<file path="config.mk">
export PLATFORM = sky130hd
export DESIGN_NAME = bp_top
export DESIGN_NICKNAME = d
export VERILOG_FILES = /design/src/verilog/bp_pkg.sv /design/src/verilog/bp_apb_regs.sv /design/src/verilog/bp_commit_queue.sv /design/src/verilog/bp_gselect_table.sv /design/src/verilog/bp_top.sv
export VERILOG_INCLUDE_DIRS = /design/src /design/src/verilog
export SDC_FILE = /design/constraint.sdc
export NUM_CORES = 2
export LEC_CHECK = 0
export BUFFER_PORTS_ARGS = -buffer_cell sky130_fd_sc_hd__buf_4
export CORE_UTILIZATION = 50
export DETAILED_ROUTE_END_ITERATION = 8
export PLACE_DENSITY = 0.75
export RECOVER_POWER = 50
export SLEW_MARGIN = 20
export SYNTH_ARGS = -nofsm -noshare
export SYNTH_HDL_FRONTEND = slang
export SYNTH_SLANG_ARGS = --single-unit
</file>
<file path="constraint.sdc">
create_clock -name clk -period 29.8 [get_ports clk]
set_clock_uncertainty 0.05 [all_clocks]
set_input_delay 2.98 -clock clk [delete_from_list [all_inputs] [get_ports clk]]
set_output_delay 2.98 -clock clk [all_outputs]
set_load 0.005 [all_outputs]
</file>
<file path="src/verilog/bp_consts.svh">
/* Sizes and APB offsets for the gselect predictor. BP_IDX_BITS must stay equal to
   BP_PC_BITS plus BP_HIST_BITS and the queue depth must be a power of two */
`ifndef BP_CONSTS_SVH
`define BP_CONSTS_SVH

// ==============================
// Table and history geometry
// ==============================

// Instruction address bits used in the index, taken starting at bit 2
`define BP_PC_BITS 7
// Length of the global taken/not-taken history
`define BP_HIST_BITS 2
// Table index width, so the table holds 512 counters
`define BP_IDX_BITS 9

// Fetch lookups and commit inputs handled in one cycle
`define BP_FETCH_SLOTS 2
`define BP_COMMIT_SLOTS 2
// Entries in the in-order update queue
`define BP_QUEUE_DEPTH 16
// Instruction address width
`define BP_AW 32

// ==============================
// APB register offsets
// ==============================
`define BP_REG_CTRL 12'h000
`define BP_REG_STATUS 12'h004
`define BP_REG_UPDATES 12'h008
// The counter window runs from here to 0xFFC with one word per entry
`define BP_REG_TABLE_BASE 12'h800

`endif

</file>
<file path="src/verilog/bp_pkg.sv">
/* Types shared by the predictor blocks. The index layout follows the sizes in
   the constants header */
`default_nettype none
`include "bp_consts.svh"

package bp_pkg;

	// Two-bit saturating counter where values 2 and 3 predict taken
	typedef logic [1:0] ctr_t;

	// Index split into the address part and the history part
	// The history sits in the low bits so that neighbouring entries share a pc
	typedef struct packed {
		logic [`BP_PC_BITS-1:0]   pc_bits;
		logic [`BP_HIST_BITS-1:0] hist;
	} bht_fields_t;

	// The same index word seen either as its two fields or as a flat address
	// The table builds lookups through the fields view
	// The APB window and the reset sweep step through the flat view
	typedef union packed {
		bht_fields_t             fields;
		logic [`BP_IDX_BITS-1:0] flat;
	} bht_index_t;

endpackage

`default_nettype wire

</file>
<file path="src/verilog/bp_apb_regs.sv">
/* APB3 slave with zero wait states. Only CTRL is writable and the table window
   must be accessed with word aligned addresses */
`default_nettype none
`timescale 1ns/1ps
`include "bp_consts.svh"

module bp_apb_regs (
	input  logic               clk,
	input  logic               rst,
	input  logic               psel,
	input  logic               penable,
	input  logic               pwrite,
	input  logic [11:0]        paddr,
	input  logic [31:0]        pwdata,
	input  logic               sweep_done,
	input  logic               queue_empty,
	input  logic               upd_fire,
	input  bp_pkg::ctr_t       win_ctr,
	output logic [31:0]        prdata,
	output logic               pready,
	output logic               pslverr,
	output logic               en,
	output logic               hist_clear,
	output bp_pkg::bht_index_t win_index
);

	logic        access;
	logic        sel_ctrl;
	logic        sel_status;
	logic        sel_updates;
	logic        sel_window;
	logic        mapped;
	logic        wr_ctrl;
	logic [31:0] upd_count;

	// ==============================
	// Address decode
	// ==============================

	// Access phase of a transfer, which always completes in this cycle
	assign access = psel & penable;
	assign pready = 1'b1;

	assign sel_ctrl = (paddr == `BP_REG_CTRL);
	assign sel_status = (paddr == `BP_REG_STATUS);
	assign sel_updates = (paddr == `BP_REG_UPDATES);
	// Window covers 0x800 up to 0xFFC
	assign sel_window = (paddr >= `BP_REG_TABLE_BASE) && (paddr[1:0] == 2'b00);
	assign mapped = sel_ctrl | sel_status | sel_updates | sel_window;

	// Word offset inside the window is the flat table index
	assign win_index.flat = paddr[`BP_IDX_BITS+1:2];

	// Error on holes and on any write outside CTRL
	assign pslverr = access & (~mapped | (pwrite & ~sel_ctrl));
	assign wr_ctrl = access & pwrite & sel_ctrl;

	// ==============================
	// Read data
	// ==============================
	always_comb begin
		prdata = '0;
		if (access && !pwrite) begin
			if (sel_ctrl)
				// Clear bit is a pulse and always reads as zero
				prdata[0] = en;
			else if (sel_status)
				prdata[1:0] = {queue_empty, sweep_done};
			else if (sel_updates)
				prdata = upd_count;
			else if (sel_window)
				prdata[1:0] = win_ctr;
		end
	end

	// ==============================
	// Control and counters
	// ==============================

	// Enable holds its value and the history clear lasts one cycle after the write
	always_ff @(posedge clk) begin
		if (rst) begin
			en <= 1'b0;
			hist_clear <= 1'b0;
		end else begin
			hist_clear <= wr_ctrl & pwdata[1];
			if (wr_ctrl)
				en <= pwdata[0];
		end
	end

	// Counts every counter update applied to the table and wraps at the top
	always_ff @(posedge clk) begin
		if (rst)
			upd_count <= '0;
		else if (upd_fire)
			upd_count <= upd_count + 32'd1;
	end

endmodule

`default_nettype wire

</file>
<file path="src/verilog/bp_commit_queue.sv">
/* Accepts up to two resolved branches per cycle and retires one per cycle in order.
   The sender must keep commit_valid low while commit_ready is low */
`default_nettype none
`timescale 1ns/1ps
`include "bp_consts.svh"

module bp_commit_queue (
	input  logic                                    clk,
	input  logic                                    rst,
	input  logic [`BP_COMMIT_SLOTS-1:0]             commit_valid,
	input  logic [`BP_COMMIT_SLOTS-1:0][`BP_AW-1:0] commit_pc,
	input  logic [`BP_COMMIT_SLOTS-1:0]             commit_taken,
	input  logic                                    upd_accept,
	output logic                                    commit_ready,
	output logic                                    upd_valid,
	output logic [`BP_AW-1:0]                       upd_pc,
	output logic                                    upd_taken,
	output logic                                    empty
);

	localparam int PTR_BITS = $clog2(`BP_QUEUE_DEPTH);
	localparam int CNT_BITS = PTR_BITS + 1;

	// Payload storage with no reset since the count says what is valid
	logic [`BP_AW-1:0]   pc_mem [0:`BP_QUEUE_DEPTH-1];
	logic                taken_mem [0:`BP_QUEUE_DEPTH-1];

	logic [PTR_BITS-1:0] head;
	logic [PTR_BITS-1:0] tail;
	logic [PTR_BITS-1:0] slot1_ptr;
	logic [CNT_BITS-1:0] count;
	logic [1:0]          n_wr;
	logic                pop;

	// Slot 0 is older, so it lands at the tail and slot 1 right behind it
	// If only slot 1 is valid it takes the tail itself
	always_comb begin
		n_wr = {1'b0, commit_valid[0]} + {1'b0, commit_valid[1]};
		slot1_ptr = tail + PTR_BITS'(commit_valid[0]);
	end

	// An entry leaves when the table takes it on this edge
	assign pop = upd_valid & upd_accept;

	always_ff @(posedge clk) begin
		if (commit_valid[0]) begin
			pc_mem[tail] <= commit_pc[0];
			taken_mem[tail] <= commit_taken[0];
		end
		if (commit_valid[1]) begin
			pc_mem[slot1_ptr] <= commit_pc[1];
			taken_mem[slot1_ptr] <= commit_taken[1];
		end
	end

	always_ff @(posedge clk) begin
		if (rst) begin
			head <= '0;
			tail <= '0;
			count <= '0;
		end else begin
			tail <= tail + PTR_BITS'(n_wr);
			if (pop)
				head <= head + 1'b1;
			// Both sides can move in one cycle so the count takes the net change
			count <= count + CNT_BITS'(n_wr) - CNT_BITS'(pop);
		end
	end

	// Room for a full pair is required, so a two-wide commit never overflows
	assign commit_ready = (count <= CNT_BITS'(`BP_QUEUE_DEPTH - 2));
	assign empty = (count == '0);
	assign upd_valid = ~empty;
	assign upd_pc = pc_mem[head];
	assign upd_taken = taken_mem[head];

endmodule

`default_nettype wire

</file>
<file path="src/verilog/bp_gselect_table.sv">
/* 512 two-bit counters indexed by pc bits 8:2 and two bits of global history.
   Predictions stay low until enable is set and the reset sweep has finished */
`default_nettype none
`timescale 1ns/1ps
`include "bp_consts.svh"

module bp_gselect_table (
	input  logic                                   clk,
	input  logic                                   rst,
	input  logic                                   en,
	input  logic                                   hist_clear,
	input  logic [`BP_FETCH_SLOTS-1:0][`BP_AW-1:0] fetch_pc,
	input  logic                                   upd_valid,
	input  logic [`BP_AW-1:0]                      upd_pc,
	input  logic                                   upd_taken,
	input  bp_pkg::bht_index_t                     win_index,
	output logic [`BP_FETCH_SLOTS-1:0]             predict_taken,
	output logic                                   upd_accept,
	output logic                                   sweep_done,
	output bp_pkg::ctr_t                           win_ctr,
	output logic                                   upd_fire
);

	localparam int ENTRIES = 1 << `BP_IDX_BITS;
	// Every entry starts as weakly not taken
	localparam bp_pkg::ctr_t CTR_WEAK_NT = 2'd1;

	bp_pkg::ctr_t              ctr_mem [0:ENTRIES-1];
	logic [`BP_HIST_BITS-1:0]  hist;
	bp_pkg::bht_index_t        sweep_idx;
	bp_pkg::bht_index_t        upd_idx;
	bp_pkg::bht_index_t        fetch_idx [0:`BP_FETCH_SLOTS-1];
	bp_pkg::ctr_t              upd_cur;
	bp_pkg::ctr_t              upd_next;

	// ==============================
	// Fetch lookups
	// ==============================

	// Word aligned instructions, so the index skips pc bits 1:0
	// The history used here is the one after every pop so far
	always_comb begin
		for (int s = 0; s < `BP_FETCH_SLOTS; s++) begin
			fetch_idx[s].fields.pc_bits = fetch_pc[s][`BP_PC_BITS+1:2];
			fetch_idx[s].fields.hist = hist;
			// Upper counter bit is the direction
			predict_taken[s] = ctr_mem[fetch_idx[s].flat][1] & en & sweep_done;
		end
	end

	// Third read port for the APB window
	assign win_ctr = ctr_mem[win_index.flat];

	// ==============================
	// Update path
	// ==============================

	// Updates wait in the queue while disabled or while the sweep still owns the table
	assign upd_accept = en & sweep_done;
	assign upd_fire = upd_valid & upd_accept;

	always_comb begin
		upd_idx.fields.pc_bits = upd_pc[`BP_PC_BITS+1:2];
		upd_idx.fields.hist = hist;
		upd_cur = ctr_mem[upd_idx.flat];
	end

	// Step one toward the outcome and hold at the ends
	always_comb begin
		upd_next = upd_cur;
		if (upd_taken) begin
			if (upd_cur != 2'd3)
				upd_next = upd_cur + 2'd1;
		end else begin
			if (upd_cur != 2'd0)
				upd_next = upd_cur - 2'd1;
		end
	end

	// The sweep and the update never write together since updates need sweep_done
	always_ff @(posedge clk) begin
		if (!sweep_done)
			ctr_mem[sweep_idx.flat] <= CTR_WEAK_NT;
		else if (upd_fire)
			ctr_mem[upd_idx.flat] <= upd_next;
	end

	// ==============================
	// Sweep and history control
	// ==============================

	// The sweep walks one entry per cycle starting on the first edge after reset
	// After entry 511 is written the done flag rises and stays up
	always_ff @(posedge clk) begin
		if (rst) begin
			sweep_idx <= '0;
			sweep_done <= 1'b0;
		end else if (!sweep_done) begin
			sweep_idx.flat <= sweep_idx.flat + 1'b1;
			if (sweep_idx.flat == '1)
				sweep_done <= 1'b1;
		end
	end

	// Newest outcome enters at bit 0
	// A clear from software wins over a pop in the same cycle
	always_ff @(posedge clk) begin
		if (rst)
			hist <= '0;
		else if (hist_clear)
			hist <= '0;
		else if (upd_fire)
			hist <= {hist[`BP_HIST_BITS-2:0], upd_taken};
	end

endmodule

`default_nettype wire

</file>
<file path="src/verilog/bp_top.sv">
/* Predictor top level with one clock and synchronous reset. Commit inputs are
   only legal while commit_ready is high */
`default_nettype none
`timescale 1ns/1ps
`include "bp_consts.svh"

module bp_top (
	input  logic                                    clk,
	input  logic                                    rst,
	input  logic [`BP_COMMIT_SLOTS-1:0]             commit_valid,
	input  logic [`BP_COMMIT_SLOTS-1:0][`BP_AW-1:0] commit_pc,
	input  logic [`BP_COMMIT_SLOTS-1:0]             commit_taken,
	output logic                                    commit_ready,
	input  logic [`BP_FETCH_SLOTS-1:0][`BP_AW-1:0]  fetch_pc,
	output logic [`BP_FETCH_SLOTS-1:0]              predict_taken,
	input  logic                                    psel,
	input  logic                                    penable,
	input  logic                                    pwrite,
	input  logic [11:0]                             paddr,
	input  logic [31:0]                             pwdata,
	output logic [31:0]                             prdata,
	output logic                                    pready,
	output logic                                    pslverr
);

	// Queue head to table
	logic               upd_valid;
	logic [`BP_AW-1:0]  upd_pc;
	logic               upd_taken;
	logic               upd_accept;
	logic               upd_fire;
	logic               queue_empty;
	// Table and register block
	logic               sweep_done;
	logic               en;
	logic               hist_clear;
	bp_pkg::bht_index_t win_index;
	bp_pkg::ctr_t       win_ctr;

	bp_commit_queue queue_i (
		.clk(clk), .rst(rst),
		.commit_valid(commit_valid), .commit_pc(commit_pc), .commit_taken(commit_taken),
		.upd_accept(upd_accept), .commit_ready(commit_ready),
		.upd_valid(upd_valid), .upd_pc(upd_pc), .upd_taken(upd_taken),
		.empty(queue_empty)
	);

	bp_gselect_table table_i (
		.clk(clk), .rst(rst), .en(en), .hist_clear(hist_clear),
		.fetch_pc(fetch_pc), .upd_valid(upd_valid), .upd_pc(upd_pc),
		.upd_taken(upd_taken), .win_index(win_index),
		.predict_taken(predict_taken), .upd_accept(upd_accept),
		.sweep_done(sweep_done), .win_ctr(win_ctr), .upd_fire(upd_fire)
	);

	bp_apb_regs regs_i (
		.clk(clk), .rst(rst), .psel(psel), .penable(penable), .pwrite(pwrite),
		.paddr(paddr), .pwdata(pwdata), .sweep_done(sweep_done),
		.queue_empty(queue_empty), .upd_fire(upd_fire), .win_ctr(win_ctr),
		.prdata(prdata), .pready(pready), .pslverr(pslverr),
		.en(en), .hist_clear(hist_clear), .win_index(win_index)
	);

endmodule

`default_nettype wire
</file>
# == Word-level counts from Yosys, hierarchy flattened ==
# Memories as Yosys holds them, arrays and structs flattened. A register that Yosys moved wholly into a read port is not among the register bits.
# Cells that the tools add are included.
# classes
order_cmp,2
eq_ne,4
n_reduce_logical,9
n_bitwise,19
n_addsub,10
n_mux,28
# ops
cell,count
30-bit 2-to-1 mux,2
32-bit by 1-bit adder with 32-bit output (second input constant),1
32-bit 2-to-1 mux,1
31-bit 2-to-1 mux,1
4-bit 2-to-1 mux,4
2-bit 2-to-1 mux,7
1-bit bitwise AND,12
12-bit by 3-bit equality test with 1-bit output (second input constant),1
12-bit by 4-bit equality test with 1-bit output (second input constant),1
12-bit >= comparator (second input constant),1
12-bit zero test,1
1-bit 2-to-1 mux,12
9-bit by 1-bit adder with 9-bit output (second input constant),1
9-bit equality test (second input constant),1
9-bit 2-to-1 mux,1
5-bit by 2-bit adder with 5-bit output,1
5-bit by 4-bit <= comparator with 1-bit output (second input constant),1
5-bit zero test,1
5-bit by 1-bit subtractor with 5-bit output,1
4-bit by 1-bit adder with 4-bit output,1
4-bit by 1-bit adder with 4-bit output (second input constant),1
4-bit by 2-bit adder with 4-bit output,1
1-bit OR,4
2-bit OR reduction,2
9 further kinds,12
# word_totals
output_inout_bits,37
regBits,59
elab_cells,84
inputBits,181
n_memories,3
ram_bits,1552
# memory_table
memory,depth,word_bits,rd,rd_clocked_by_memory_dff,wr,line,rtl
table_i.ctr_mem,512,2,4,0,1,bp_gselect_table.sv:28,bp_pkg::ctr_t ctr_mem [0:ENTRIES-1];
queue_i.pc_mem,16,32,1,1,2,bp_commit_queue.sv:25,logic [`BP_AW-1:0] pc_mem [0:`BP_QUEUE_DEPTH-1];
queue_i.taken_mem,16,1,1,1,2,bp_commit_queue.sv:26,logic taken_mem [0:`BP_QUEUE_DEPTH-1];

# == Depth between registers and ports, before layout ==
# logic_depth
ltp_word,8
ltp_mapped,19
depth_no_buf,16

# == Cells and area by module ==
# From an unflattened synthesis, not the netlist that was laid out.
# unflattened
cells_unflattened,5158
area_unflattened_um2,82220.1
# by_module_without_submodules
mod,area_per_inst_um2,seq_area_each_um2,instances,cells_per_inst
bp_gselect_table,53181.0,30989.7,1,3093
bp_commit_queue,27050.9,16195.5,1,1814
bp_apb_regs,1988.2,680.7,1,251

# == Worst setup path after synthesis ==
# Ideal clock, no wire load.
# synth_timing
path_kind,register to register
startpoint,register (tool-made name)
endpoint,"memory table_i.ctr_mem[0][0] (netlist name), data pin"
arrival_ns,17.430
setup_ns,3.253
stages_incl_launch_ff,13
path_slack_ns,9.066
period_less_slack_ns,20.734
path_buffers,3
required_ns,26.497
path_cell_list,dfxtp_1 -> buf_2 -> buf_2 -> buf_1 -> mux4_2 -> mux4_2 -> nor2_1 -> o41ai_1 -> or4_1 -> a211o_1 -> and4_4 -> o211a_1 -> a31oi_1
# synth_rtl
item,line
"end, declared",bp_gselect_table.sv:28

# == Final worst setup path ==
# layout_timing
startpoint,input paddr[5]
endpoint,output prdata[0]
# layout_via
elab_chain_cells,7
word_cells_on_any_way,11
classes_between,order compare (1); eq/ne (2); mux (5); reduce/logical (2); memory (1)
# layout_lines
item,line,rtl
"start, declared",bp_top.sv:19,"input logic [11:0] paddr,"
"parallel branches: the longest is 5 deep, another holds memory read 512 x 2 bit",--,
1-bit 2-to-1 mux (*),bp_apb_regs.sv:64,if (sel_ctrl)
32-bit 2-to-1 mux (*),bp_apb_regs.sv:63,if (access && !pwrite) begin
"end, declared",bp_top.sv:21,"output logic [31:0] prdata,"
# Every way passes the cells marked *.

==> metrics.log <==
INFO  metric vdd.ir_drop.worst = 0.0000515 V
INFO  metric cts-root-to-sink-buffers = 3
INFO  metric wl = 203000 µm
INFO  metric synth_fp_nets = 4527
INFO  metric synth_flop_cell = sky130_fd_sc_hd__edfxtp_1
INFO  metric tns = 0 ps
INFO  metric clk_latency = 770 ps
INFO  metric drv_cap = 9
INFO  metric timing.final.crit_period = 12750 ps
INFO  metric layout.nets = 4466
INFO  metric place_congestion = 0.966
INFO  metric cp-start-kind = input port
INFO  metric drt_pass1_iterations = 8
INFO  metric post-dp-hpwl = 120000 µm
INFO  metric worstPathArrival = 9720 ps
INFO  metric synth_sequential_area_ratio = 0.570
INFO  metric crit_path_max_fanout = 24
INFO  metric grt_start_max_net_pins = 276
INFO  metric syn_area_per_cell = 14.5 µm²
INFO  metric floorplan.die_area = 0.127 mm²
INFO  metric yosys_register_bits = 1215
INFO  metric slew_viol_final = 188
INFO  metric hold_path.class = reg -> reg
INFO  metric cts_repair_resize_count = 0
INFO  metric netlist_instances = 4326
INFO  metric start_util = 0.506
INFO  metric use_met2 = 0.460
INFO  metric initial_antenna_violation_count = 12
INFO  metric power.density_cell_area = 55.4 mW/mm²
INFO  metric share_of_the_synthesized_area_in_the_top_cell_type = 0.550
INFO  metric worst_setup_path_end_kind = output port
INFO  metric grt_use_total = 0.318
INFO  metric postCtsSetupRepairBufs = 0
INFO  metric wl_per_cell = 33.9 µm
INFO  metric chipHeight = 357 µm
INFO  metric drt-vias-per-instance = 7.22
INFO  metric fmax = 78.4 MHz
INFO  metric worst_setup_hold_path_clk_slew = 60 ps
INFO  metric numCtsBuffers = 120
INFO  metric grt_util_met1 = 0.414
INFO  metric leakage_power = 21.1 nW
INFO  metric core_area = 0.124 mm²
INFO  metric worst_slew_pin_slew = 3270 ps
INFO  metric layout.cell_area.non_filler = 0.0688 mm²
INFO  metric synthMostInstantiatedCell = sky130_fd_sc_hd__edfxtp_1
INFO  metric yosysTopAreaCell = sky130_fd_sc_hd__edfxtp_1
INFO  metric initialDrtViolationCount = 8014
INFO  metric netlist_area = 0.0629 mm²
INFO  metric ctsHtreeMaxLevel = 3
INFO  metric rsz0062_at_grt = false
INFO  metric postPlaceCellArea = 0.0649 mm²
INFO  metric via_count = 43377
INFO  metric fp-row-count = 129
INFO  metric grt_pass1_vias = 41756
INFO  metric grt.busiest_layer = met2
INFO  metric cts.root.buffer_cell = sky130_fd_sc_hd__clkbuf_16
INFO  metric grt_first_pass_wirelength = 291000 µm
INFO  metric overflow = 0
INFO  metric floorplan.die.width = 357 µm
INFO  metric drtAntennaViolNets = 0
INFO  metric synth-async-reset-ratio = 0
INFO  metric synth_enable_flop_cells = 1152
INFO  metric layout.cells.non_filler = 6005
INFO  metric synthToLayoutAreaGrowth = 9.50%
INFO  metric placed_cells_incl_taps = 5778
INFO  metric yosys-top-cells-count = sky130_fd_sc_hd__edfxtp_1, sky130_fd_sc_hd__nor2_1, sky130_fd_sc_hd__mux4_2
INFO  metric synth.distinct_cells = 80
INFO  metric cts_tree = yes
INFO  metric drive_above_1_share = 0.252
INFO  metric io_buffer_count = 86
INFO  metric outcome = complete, but fails checks
INFO  metric cts_hold_buf = 0
INFO  metric timing.final.setup_violations = 0
INFO  metric num_io_pins = 218
INFO  metric synthesis.yosys.warnings = 0
INFO  metric timing_hold_violations_final = 0
INFO  metric cts.sinks = 1215
INFO  metric tightest_slew_margin_relative_to_the_limit = -1.18
INFO  metric worst-endpoint-required = 26770 ps
INFO  metric post-route-drc-count = 0
INFO  metric ratio_of_final_minimum_period_to_clock_period = 0.428
INFO  metric synthTopCellsByArea = sky130_fd_sc_hd__edfxtp_1, sky130_fd_sc_hd__mux4_2, sky130_fd_sc_hd__nor2_1, sky130_fd_sc_hd__mux2_2, sky130_fd_sc_hd__nand2_1
INFO  metric crit_path_kind = in -> out
INFO  metric grt_util_met3 = 0.113
INFO  metric violations_in_the_final_reports = capacitance limit, slew limit
[sequential cells by signal, summed over array words and instances (netlist names), 2 cells and up, named ones only]
register	flops
queue_i.count	5
queue_i.head	4
queue_i.pc_mem	112
queue_i.tail	4
queue_i.taken_mem	16
regs_i.upd_count	32
table_i.ctr_mem	1024
table_i.hist	2
table_i.sweep_idx	9
[worst paths after layout]
path | cells after the start | endpoint | start | slack (ps)
worst min register to register | 1 | table_i.hist[1] | regs_i.hist_clear | 410
worst min-delay path | 1 | table_i.hist[1] | regs_i.hist_clear | 410
worst max-delay path | 12 | prdata[0] | paddr[5] | 17050
worst max register to register | 18 | table_i.ctr_mem[229][0] | flop | 18950
[metal layers]
layer  vias up  share of wire
met5         -         0.0014
met4        20          0.073
met3       919           0.16
met2      4000           0.43
met1     21498           0.33
li1      16940              -
[cells in the final DEF, fill, tap and decap left out, drive strengths merged, types with 34 or more instances in the layout]
master	instances
clkinv	50
clkbuf	162
mux2i	149
nor2	643
and2	36
o22ai	42
mux2	158
o21ai	50
nand3	137
a31oi	39
nand2	419
and3	44
buf	166
dfxtp	63
mux4	569
edfxtp	1152
xor2	34
a21oi	93
[worst max-delay path, stage by stage]
cell and delay (ps):
sky130_fd_sc_hd__clkbuf_1 2260, sky130_fd_sc_hd__nand2_1 840, sky130_fd_sc_hd__buf_4 520, sky130_fd_sc_hd__o221ai_1 370
sky130_fd_sc_hd__o22ai_1 180, sky130_fd_sc_hd__nor3_1 610, sky130_fd_sc_hd__a21oi_1 120, sky130_fd_sc_hd__a211oi_1 360
sky130_fd_sc_hd__a31oi_1 280, sky130_fd_sc_hd__o22a_1 330, sky130_fd_sc_hd__a2111oi_0 600, sky130_fd_sc_hd__buf_4 220
[logic make-up after synthesis]
family	count (synthesis)	share of synthesized area
other	1	0.0000596
and+or+nand+nor	1389	0.0943
AOI/OAI and AO/OA	389	0.0421
muxes	876	0.256
xor gates and xnor gates	44	0.00613
DFF	1215	0.570
adders and majority gates	21	0.00438
buffers and inverters	391	0.0267
[per-stage QoR]
stage	utilization	hold WS [ps]	power, mW	worst slack (ps)
global placement	0.522	360	2.28	18700
detailed placement	0.522	369	2.29	18730
CTS	0.554	405	3.80	18720
floorplan	-	351	2.14	9070
finish	0.554	412	3.82	17050
global route	0.554	443	3.89	17010
[report_power, final]
group,internal (mW),leakage [nW],switching [mW]
combinational,0.120,7.92,0.290
sequential,1.86,11.3,0.00665
clock,0.873,1.91,0.667
total,2.85,21.1,0.964
[area by class of cell]
cell class                 count  area [µm²]
multi-input combinational   2720       25400
antenna                        4        10.0
sequential                  1215       35900
tap                         1637        2050
timing repair buffer         178        1420
clock inverter                71         783
clock buffer                 150        3170
inverter                      30         113
fill                        9620       55400
Note: power is estimated with default switching activity, not from simulation.
